===== config.mk =====
export PLATFORM = sky130hd
export DESIGN_NAME = uart_tx_top
export DESIGN_NICKNAME = d
export VERILOG_FILES = /design/src/logic/uart_pkg.sv /design/src/logic/tx_word_fifo.sv /design/src/logic/uart_tx_channel.sv /design/src/logic/ahb_uart_regs.sv /design/src/logic/uart_irq_ctrl.sv /design/src/logic/uart_tx_top.sv
export SDC_FILE = /design/constraint.sdc
export NUM_CORES = 1
export LEC_CHECK = 0
export ABC_CLOCK_PERIOD_IN_PS = 4019
export BUFFER_PORTS_ARGS = -buffer_cell sky130_fd_sc_hd__buf_4
export CELL_PAD_IN_SITES_DETAIL_PLACEMENT = 1
export CELL_PAD_IN_SITES_GLOBAL_PLACEMENT = 1
export CORE_ASPECT_RATIO = 1.4
export CORE_UTILIZATION = 52
export DETAILED_ROUTE_END_ITERATION = 8
export PLACE_DENSITY = 0.88
export SLEW_MARGIN = 20
export SYNTH_ARGS = -nofsm -noshare
export SYNTH_HDL_FRONTEND = slang
export SYNTH_SLANG_ARGS = --single-unit

===== constraint.sdc =====
create_clock -name clk -period 4.02 [get_ports clk]
set_input_delay 0.603 -clock clk [delete_from_list [all_inputs] [get_ports clk]]
set_output_delay 0.603 -clock clk [all_outputs]
set_load 0.005 [all_outputs]

===== src/logic/uart_pkg.sv =====
package uart_pkg;

    // bus and frame geometry
    localparam int WORD_W    = 32;
    localparam int DATA_W    = 8;                 // data bits per frame
    localparam int FRAME_W   = 11;                // start + 8 data + parity + stop
    localparam int BYTES_W   = WORD_W / DATA_W;   // frames per bus word

    // address map, per channel
    localparam int CH_STRIDE  = 16;               // bytes between channel blocks
    localparam int OFS_TXDATA = 0;                // write only
    localparam int OFS_STATUS = 4;                // read only

    // ahb transfer type
    typedef enum logic [1:0] {
        HTRANS_IDLE   = 2'b00,
        HTRANS_BUSY   = 2'b01,
        HTRANS_NONSEQ = 2'b10,
        HTRANS_SEQ    = 2'b11
    } htrans_e;

    // ahb response, upper bit of the port is always zero
    typedef enum logic {
        HRESP_OKAY  = 1'b0,
        HRESP_ERROR = 1'b1
    } hresp_e;

    // channel serializer
    typedef enum logic [1:0] {
        SER_IDLE = 2'b00,
        SER_LOAD = 2'b01,
        SER_SEND = 2'b10
    } ser_state_e;

endpackage


===== src/logic/tx_word_fifo.sv =====
module tx_word_fifo
    import uart_pkg::*;
#(
    parameter int FIFO_DEPTH = 4
) (
    input  logic                clk,
    input  logic                rst_n,
    input  logic                push,
    input  logic [WORD_W-1:0]   push_data,
    input  logic                pop,
    output logic [WORD_W-1:0]   pop_data,
    output logic                empty,
    output logic                full
);

    localparam int PTR_W = (FIFO_DEPTH > 1) ? $clog2(FIFO_DEPTH) : 1;
    localparam int CNT_W = $clog2(FIFO_DEPTH + 1);

    logic [WORD_W-1:0]  mem [FIFO_DEPTH];
    logic [PTR_W-1:0]   wr_ptr;
    logic [PTR_W-1:0]   rd_ptr;
    logic [CNT_W-1:0]   count;
    logic [CNT_W-1:0]   count_next;
    logic               push_ok;
    logic               pop_ok;

    assign push_ok    = push && (count != CNT_W'(FIFO_DEPTH));
    assign pop_ok     = pop && (count != '0);
    assign count_next = count + CNT_W'(push_ok) - CNT_W'(pop_ok);

    assign empty = (count == '0);
    // looks one cycle ahead, so a write seen now lands on this value
    assign full  = (count_next == CNT_W'(FIFO_DEPTH));

    always_ff @(posedge clk or negedge rst_n) begin
        if (!rst_n) begin
            wr_ptr <= '0;
            rd_ptr <= '0;
            count  <= '0;
        end else begin
            if (push_ok) begin
                wr_ptr <= (wr_ptr == PTR_W'(FIFO_DEPTH - 1)) ? '0 : wr_ptr + 1'b1;
            end
            if (pop_ok) begin
                rd_ptr <= (rd_ptr == PTR_W'(FIFO_DEPTH - 1)) ? '0 : rd_ptr + 1'b1;
            end
            count <= count_next;
        end
    end

    always_ff @(posedge clk) begin
        if (push_ok) begin
            mem[wr_ptr] <= push_data;
        end
        if (pop_ok) begin
            pop_data <= mem[rd_ptr];   // valid the cycle after pop
        end
    end

endmodule


===== src/logic/uart_tx_channel.sv =====
module uart_tx_channel
    import uart_pkg::*;
#(
    parameter int FIFO_DEPTH = 4,
    parameter int BAUD_DIV   = 8
) (
    input  logic                clk,
    input  logic                rst_n,
    input  logic                wr_en,
    input  logic [WORD_W-1:0]   wr_data,
    output logic                tx,
    output logic                fifo_full,
    output logic                busy,
    output logic                word_done
);

    localparam int BAUD_W  = (BAUD_DIV > 1) ? $clog2(BAUD_DIV) : 1;
    localparam int BIT_W   = $clog2(FRAME_W);
    localparam int BYTE_CW = (BYTES_W > 1) ? $clog2(BYTES_W) : 1;
    localparam int SHIFT_W = BYTES_W * FRAME_W;

    ser_state_e             state;
    logic                   fifo_empty;
    logic                   fifo_pop;
    logic [WORD_W-1:0]      fifo_data;

    logic [SHIFT_W-1:0]     frame_d;
    logic [SHIFT_W-1:0]     shift_q;
    logic [BAUD_W-1:0]      baud_cnt;
    logic [BIT_W-1:0]       bit_cnt;
    logic [BYTE_CW-1:0]     byte_cnt;
    logic                   bit_end;
    logic                   frame_end;
    logic                   word_end;

    tx_word_fifo #(
        .FIFO_DEPTH (FIFO_DEPTH)
    ) u_fifo (
        .clk       (clk),
        .rst_n     (rst_n),
        .push      (wr_en),
        .push_data (wr_data),
        .pop       (fifo_pop),
        .pop_data  (fifo_data),
        .empty     (fifo_empty),
        .full      (fifo_full)
    );

    assign fifo_pop = (state == SER_IDLE) && !fifo_empty;

    // four frames, {stop, parity, data, start} each, byte 0 in the low bits
    always_comb begin : build_frames
        logic [DATA_W-1:0] byte_v;
        frame_d = '0;
        for (int i = 0; i < BYTES_W; i++) begin
            byte_v = fifo_data[i*DATA_W +: DATA_W];
            frame_d[i*FRAME_W +: FRAME_W] = {1'b1, ^byte_v, byte_v, 1'b0};
        end
    end

    assign bit_end   = (state == SER_SEND) && (baud_cnt == BAUD_W'(BAUD_DIV - 1));
    assign frame_end = bit_end && (bit_cnt == BIT_W'(FRAME_W - 1));
    assign word_end  = frame_end && (byte_cnt == BYTE_CW'(BYTES_W - 1));

    always_ff @(posedge clk or negedge rst_n) begin
        if (!rst_n) begin
            state <= SER_IDLE;
        end else begin
            case (state)
                SER_IDLE: if (!fifo_empty) state <= SER_LOAD;
                SER_LOAD: state <= SER_SEND;     // fifo data valid here
                SER_SEND: if (word_end) state <= SER_IDLE;
                default:  state <= SER_IDLE;
            endcase
        end
    end

    // baud, bit and byte counters
    always_ff @(posedge clk or negedge rst_n) begin
        if (!rst_n) begin
            baud_cnt <= '0;
            bit_cnt  <= '0;
            byte_cnt <= '0;
        end else if (state == SER_LOAD) begin
            baud_cnt <= '0;
            bit_cnt  <= '0;
            byte_cnt <= '0;
        end else if (state == SER_SEND) begin
            baud_cnt <= bit_end ? '0 : baud_cnt + 1'b1;
            if (bit_end) begin
                bit_cnt <= frame_end ? '0 : bit_cnt + 1'b1;
            end
            if (frame_end) begin
                byte_cnt <= word_end ? '0 : byte_cnt + 1'b1;
            end
        end
    end

    // frames leave lsb first
    always_ff @(posedge clk) begin
        if (state == SER_LOAD) begin
            shift_q <= frame_d;
        end else if (bit_end) begin
            shift_q <= {1'b1, shift_q[SHIFT_W-1:1]};
        end
    end

    assign tx        = (state == SER_SEND) ? shift_q[0] : 1'b1;   // idle line is high
    assign busy      = (state != SER_IDLE) || !fifo_empty;
    assign word_done = word_end;   // last cycle of the last stop bit

endmodule


===== src/logic/ahb_uart_regs.sv =====
module ahb_uart_regs
    import uart_pkg::*;
#(
    parameter int NUM_CH = 2
) (
    input  logic                clk,
    input  logic                rst_n,
    input  logic                hsel,
    input  logic [WORD_W-1:0]   haddr,
    input  logic                hwrite,
    input  logic [2:0]          hsize,      // word access assumed
    input  logic [2:0]          hburst,     // bursts not decoded
    input  logic [1:0]          htrans,
    input  logic                hmastlock,  // no locked sequences
    input  logic [WORD_W-1:0]   hwdata,
    input  logic [NUM_CH-1:0]   fifo_full,
    input  logic [NUM_CH-1:0]   busy,
    input  logic [NUM_CH-1:0]   done_pending,
    output logic [WORD_W-1:0]   hrdata,
    output logic                hready,
    output logic [1:0]          hresp,
    output logic [NUM_CH-1:0]   wr_en,
    output logic [WORD_W-1:0]   wr_data,
    output logic                err_pulse
);

    localparam int OFS_W = $clog2(CH_STRIDE);
    localparam int CH_W  = (NUM_CH > 1) ? $clog2(NUM_CH) : 1;

    logic [WORD_W-1:0]  ch_idx;
    logic [OFS_W-1:0]   ofs;
    logic [CH_W-1:0]    ch_sel;
    logic               xfer;
    logic               sel_txdata;
    logic               sel_status;

    // registered address phase
    logic               ap_valid;
    logic               ap_write;
    logic               ap_txdata;
    logic               ap_status;
    logic               ap_full;
    logic [CH_W-1:0]    ap_ch;

    logic               wr_ok;
    hresp_e             resp;

    // channel index is haddr / CH_STRIDE, stride is a power of two
    assign ch_idx     = haddr >> OFS_W;
    assign ofs        = haddr[OFS_W-1:0];
    assign ch_sel     = ch_idx[CH_W-1:0];
    assign sel_txdata = (ofs == OFS_W'(OFS_TXDATA));
    assign sel_status = (ofs == OFS_W'(OFS_STATUS));

    // only nonseq transfers to an existing channel count
    assign xfer = hsel && (htrans_e'(htrans) == HTRANS_NONSEQ)
                  && (ch_idx < WORD_W'(NUM_CH));

    always_ff @(posedge clk or negedge rst_n) begin
        if (!rst_n) begin
            ap_valid  <= 1'b0;
            ap_write  <= 1'b0;
            ap_txdata <= 1'b0;
            ap_status <= 1'b0;
            ap_full   <= 1'b0;
            hready    <= 1'b0;   // held low until reset is gone
        end else begin
            ap_valid  <= xfer;
            ap_write  <= hwrite;
            ap_txdata <= sel_txdata;
            ap_status <= sel_status;
            ap_full   <= fifo_full[ch_sel];   // fifo state seen in the address phase
            hready    <= 1'b1;
        end
    end

    always_ff @(posedge clk) begin
        if (xfer) begin
            ap_ch <= ch_sel;
        end
    end

    // data phase
    assign wr_ok = ap_valid && ap_write && ap_txdata && !ap_full;

    // txdata is write only, and a full fifo drops the word
    assign resp = (ap_valid && ap_txdata && (!ap_write || ap_full)) ? HRESP_ERROR
                                                                    : HRESP_OKAY;

    assign hresp     = {1'b0, resp};
    assign err_pulse = (resp == HRESP_ERROR);
    assign wr_data   = hwdata;   // write data arrives in the data phase

    always_comb begin
        wr_en = '0;
        if (wr_ok) begin
            wr_en[ap_ch] = 1'b1;
        end
    end

    // status word, everything else reads as zero
    always_comb begin
        hrdata = '0;
        if (ap_valid && !ap_write && ap_status) begin
            hrdata[0] = fifo_full[ap_ch];
            hrdata[1] = busy[ap_ch];
            hrdata[2] = done_pending[ap_ch];
        end
    end

endmodule


===== src/logic/uart_irq_ctrl.sv =====
module uart_irq_ctrl #(
    parameter int NUM_CH = 2
) (
    input  logic                clk,
    input  logic                rst_n,
    input  logic [NUM_CH-1:0]   word_done,
    input  logic                err_pulse,
    input  logic                int_clear,
    output logic [NUM_CH-1:0]   done_pending,
    output logic                irq
);

    logic [NUM_CH-1:0]  done_q;
    logic               err_q;

    // sticky flags, clear wins over a new event
    always_ff @(posedge clk or negedge rst_n) begin
        if (!rst_n) begin
            done_q <= '0;
            err_q  <= 1'b0;
        end else if (int_clear) begin
            done_q <= '0;
            err_q  <= 1'b0;
        end else begin
            done_q <= done_q | word_done;
            err_q  <= err_q | err_pulse;
        end
    end

    always_ff @(posedge clk or negedge rst_n) begin
        if (!rst_n) begin
            irq <= 1'b0;
        end else begin
            irq <= (|done_q) || err_q;   // one cycle behind the flags
        end
    end

    assign done_pending = done_q;

endmodule


===== src/logic/uart_tx_top.sv =====
module uart_tx_top
    import uart_pkg::*;
#(
    parameter int NUM_CH     = 2,
    parameter int FIFO_DEPTH = 4,
    parameter int BAUD_DIV   = 8     // 434 gives 115200 baud at 50 MHz
) (
    input  logic                clk,
    input  logic                rst_n,
    input  logic                hsel,
    input  logic [WORD_W-1:0]   haddr,
    input  logic                hwrite,
    input  logic [2:0]          hsize,
    input  logic [2:0]          hburst,
    input  logic [1:0]          htrans,
    input  logic                hmastlock,
    input  logic [WORD_W-1:0]   hwdata,
    output logic [WORD_W-1:0]   hrdata,
    output logic                hready,
    output logic [1:0]          hresp,
    input  logic                int_clear,
    output logic [NUM_CH-1:0]   tx,
    output logic                irq
);

    logic [NUM_CH-1:0]  wr_en;
    logic [WORD_W-1:0]  wr_data;
    logic [NUM_CH-1:0]  fifo_full;
    logic [NUM_CH-1:0]  busy;
    logic [NUM_CH-1:0]  word_done;
    logic [NUM_CH-1:0]  done_pending;
    logic               err_pulse;

    ahb_uart_regs #(
        .NUM_CH (NUM_CH)
    ) u_regs (
        .clk          (clk),
        .rst_n        (rst_n),
        .hsel         (hsel),
        .haddr        (haddr),
        .hwrite       (hwrite),
        .hsize        (hsize),
        .hburst       (hburst),
        .htrans       (htrans),
        .hmastlock    (hmastlock),
        .hwdata       (hwdata),
        .fifo_full    (fifo_full),
        .busy         (busy),
        .done_pending (done_pending),
        .hrdata       (hrdata),
        .hready       (hready),
        .hresp        (hresp),
        .wr_en        (wr_en),
        .wr_data      (wr_data),
        .err_pulse    (err_pulse)
    );

    for (genvar i = 0; i < NUM_CH; i++) begin : gen_ch
        uart_tx_channel #(
            .FIFO_DEPTH (FIFO_DEPTH),
            .BAUD_DIV   (BAUD_DIV)
        ) u_ch (
            .clk       (clk),
            .rst_n     (rst_n),
            .wr_en     (wr_en[i]),
            .wr_data   (wr_data),
            .tx        (tx[i]),
            .fifo_full (fifo_full[i]),
            .busy      (busy[i]),
            .word_done (word_done[i])
        );
    end

    uart_irq_ctrl #(
        .NUM_CH (NUM_CH)
    ) u_irq (
        .clk          (clk),
        .rst_n        (rst_n),
        .word_done    (word_done),
        .err_pulse    (err_pulse),
        .int_clear    (int_clear),
        .done_pending (done_pending),
        .irq          (irq)
    );

endmodule


==> reports/metrics.csv <==
metric,value,unit
total of max-cap violations,0,
fin nets,1156,
Clock Sinks,453,
starting density of the core,0.532,
Cell Pwr Density,448,nW/um^2
Fin. Hold Viols,0,
post-synthesis simple-gate area fraction,0.0268,
Net Switching,0.00184,W
IO Pins,116,
worst-path fanout max,4,
FF+latch area,13200,sq um
routed vias/inst,5.95,
row count,79,
"EDFF count, synth",393,
Detailed Route WL,41500,microns
number of DRC markers in iteration 0,789,
Vias,9059,
compound-gate portion of the synthesized area,0.0577,
Critical Path RT,3.42,ns
Critical Path Sink Type,primary output,
layout cells sized above 1,0.251,
vias in the first global route,9925,
clock-pin slew on the worst setup and hold paths,0.07,ns
outcome,completed,
CP startpoint,gen_ch[0].u_ch.u_fifo.count[1]$_DFF_PN0_,
largest delay contributor family on the critical path,simple AND/OR/NAND/NOR gates,
ys async rst share,0.102,
worst-margin pin slew,1.07,ns
Internal Power,0.00723,W
fin cells,1523,
CTS max path bufs,3,
Synth Cell Area,17800,sq um
RD Place Congestion,0.767,
initial antenna violation count,0,
first-pass GRT wire length,61900,microns
Crit Path Class,register to primary output,
die area,35100,sq um
clk_skew,0.0148,ns
number of fill cells in the layout,2885,
share of power burned in registers,0.564,
synthesis warning total,0,
mean post-synth cell area,19.1,sq um
CTS buffer count,42,
Unique masters post-synth,52,
CTS tree,done,
GRT Total Usage,0.246,
sequential-to-total area share from yosys stat,0.742,
Final Cycle Share,0.978,
Main synth FF type,edfxtp_1,
Mapped Cells,935,
Max VDD drop,0.419,mV
H-tree depth,2,
area of the multi-input gates,4290,sq um
Synth Area in XOR/XNOR,0.0304,
Core Area,33500,sq um
ANT nets after route,0,
post-DP HPWL,23200,microns
Cells after DPL,1439,
leak pwr,6.91,nW
main combinational cell family by area after synthesis,multiplexers,
Worst slew margin,0.287,
Die W,159,microns
R2R Path Start,gen_ch[0].u_ch.baud_cnt[0]$_DFFE_PN0P_,
max incr delay on CP,0.53,ns
sw frac,0.203,
Buf/Inv on CP,3,
critical path arrival,3.33,ns
cts hold-fix bufs,0,
post-layout min period,3.93,ns
Pre-Repair DR Iteration Count,5,
Overall Power,0.00907,W
CTS root buf,clkbuf_16,
f_max,254,MHz
power share of the clock group,0.421,
cell mode on critical path,inv_1,
Comb pwr share,0.015,
post-synthesis adder-cell area fraction,0.0247,
"Clk Latency, worst-skew pair",0.55,ns
Die H,221,microns
endpoints failing setup,0,
ANT cells,0,
P&R area growth vs syn,13.7,%
WL per Instance,27.2,microns
setup TNS,0,ns
Port Buf Inserts,78,
Final Max Tran Viols,0,
gr ovfl total,0,
pin count of the biggest net entering global routing,47,
Slowest cell on crit path,or4_4,
Seq cells post-synth,453,
# DRC,0,
Hold Crit Class,input port to asynchronous set/reset pin,
Finished Core Util,0.605,
mux contribution to synthesized area,0.0892,
critical path cell sequence,nor3_4 -> nand2b_4 -> inv_1 -> ha_1 -> inv_1 -> ha_2 -> fa_2 -> or4_4 -> a21oi_2 -> buf_4,
Startpoint Class,register,
## worst register-to-register path: stages (launching register included)
cell and delay, ns:
dfrtp_1 0.40, ha_1 0.22, ha_1 0.33, nand2_1 0.15, nor2_2 0.83, buf_4 0.43, a22o_1 0.23
## placed cells by master, fill, tap and decap left out, drive strengths merged, types with 3 or more instances in the layout
master,Yosys,routed
o21ai,10,10
edfxtp,393,393
clkinv,0,20
xor2,10,10
a21o,9,9
mux2i,3,3
buf,49,105
nor4,8,8
nor3,8,8
and2,9,9
mux2,10,10
o22a,6,6
xnor2,52,52
a22o,80,80
inv,30,32
conb,2,31
clkinvlp,0,3
clkbuf,20,51
nor2b,3,3
mux4,64,64
a21oi,7,7
nor2,13,13
nand2,17,17
nand3,8,8
ha,32,32
dfrtp,46,46
nand2b,4,4
dfxtp,14,14
## metrics by stage
step | setup slack (ns) | area, sq um | hold WS (ns)
2_1_floorplan | 0.331 | 17900 | 0.307
3_3_place_gp | 0.447 | 18900 | 0.444
3_5_place_dp | 0.280 | 18900 | 0.459
4_1_cts | 0.000296 | 20200 | 0.0754
5_1_grt | -0.0313 | 20300 | 0.100
6_report | 0.0868 | 20300 | 0.0518
## flip-flops by register name, indices dropped and copies added, names as in the netlist, 2 cells and up
signal,cells
gen_ch.u_ch.baud_cnt,6
gen_ch.u_ch.u_fifo.mem,256
gen_ch.u_ch.u_fifo.pop_data,64
gen_ch.u_ch.shift_q,86
gen_ch.u_ch.state,4
gen_ch.u_ch.u_fifo.wr_ptr,4
u_irq.done_pending,2
gen_ch.u_ch.u_fifo.count,6
gen_ch.u_ch.byte_cnt,4
gen_ch.u_ch.u_fifo.rd_ptr,4
gen_ch.u_ch.bit_cnt,8
## repair_timing
| item | CTS | global route |
|---|---|---|
| resized for setup | 6 | 18 |
| gates cloned | 0 | 0 |
| setup endpoints to repair | 1 | 1 |
| pin swaps | 2 | 5 |
| setup buffers | 2 | 4 |
## final cells by class
| type | count | share of cell area |
|---|---|---|
| multi-input cells | 412 | 0.211 |
| well taps | 445 | 0.0275 |
| inverters | 30 | 0.00555 |
| flip-flops and latches | 453 | 0.653 |
| clock buffers | 51 | 0.0535 |
| repair buffers | 105 | 0.0389 |
| clock inverters | 27 | 0.0100 |
## final timing paths
kind	end	slack (ns)	cells past startpoint
min in group clk	u_regs.ap_write$_DFF_PN0_	0.17	1
hold reg to reg	u_irq.irq$_DFF_PN0_	0.46	1
hold / removal	gen_ch[0].u_ch.bit_cnt[2]$_DFFE_PN0P_	0.05	1
max in group asynchronous	gen_ch[1].u_ch.u_fifo.rd_ptr[0]$_DFFE_PN0P_	3.48	1
setup / recovery	hrdata[0]	0.09	10
setup reg to reg	gen_ch[0].u_ch.shift_q[14]$_DFFE_PN_	1.29	6
## logic make-up after synthesis
kind of cell	Yosys count
buffers and inverters	99
AO/OA/AOI/OAI	120
AND/OR/NAND/NOR	88
XOR/XNOR	62
flip-flops	453
adder cells (fa/ha/maj)	34
multiplexers	77
other	2
## power groups by stage
stage | Combinational (W) | Clock, W | Sequential [W]
after floorplan | 0.0000499 | 0 | 0.00521
after global placement | 0.000123 | 0 | 0.00521
after detailed placement | 0.000136 | 0 | 0.00522
after CTS | 0.000139 | 0.00387 | 0.00512
after global routing | 0.000153 | 0.00401 | 0.00512
final | 0.000140 | 0.00382 | 0.00512
## synthesized netlist by cell type, types with 9 or more instances
library cell	number	area (sq um)
edfxtp_1	393	11800
a21o_1	9	67.6
xor2_1	10	87.6
a22o_1	79	692
ha_1	32	400
mux4_2	64	1440
dfrtp_1	46	1150
inv_1	30	113
nor2_1	13	48.8
clkbuf_1	20	75.1
and2_1	9	56.3
buf_2	15	75.1
o21ai_0	10	50.1
dfxtp_1	14	280
nand2_1	17	63.8
xnor2_1	52	455
buf_4	33	248
## routing by layer
metal / share of wire / up-vias / wire length [microns] / global-route usage
li1: - / 3834 / - / -
met5: 0 / - / 0 / 0
met1: 0.37 / 4735 / 15500 / 0.301
met3: 0.052 / 113 / 2160 / 0.0358
met2: 0.53 / 377 / 21900 / 0.422
met4: 0.047 / 0 / 1940 / 0.121
(Power assumes the default switching activity.)
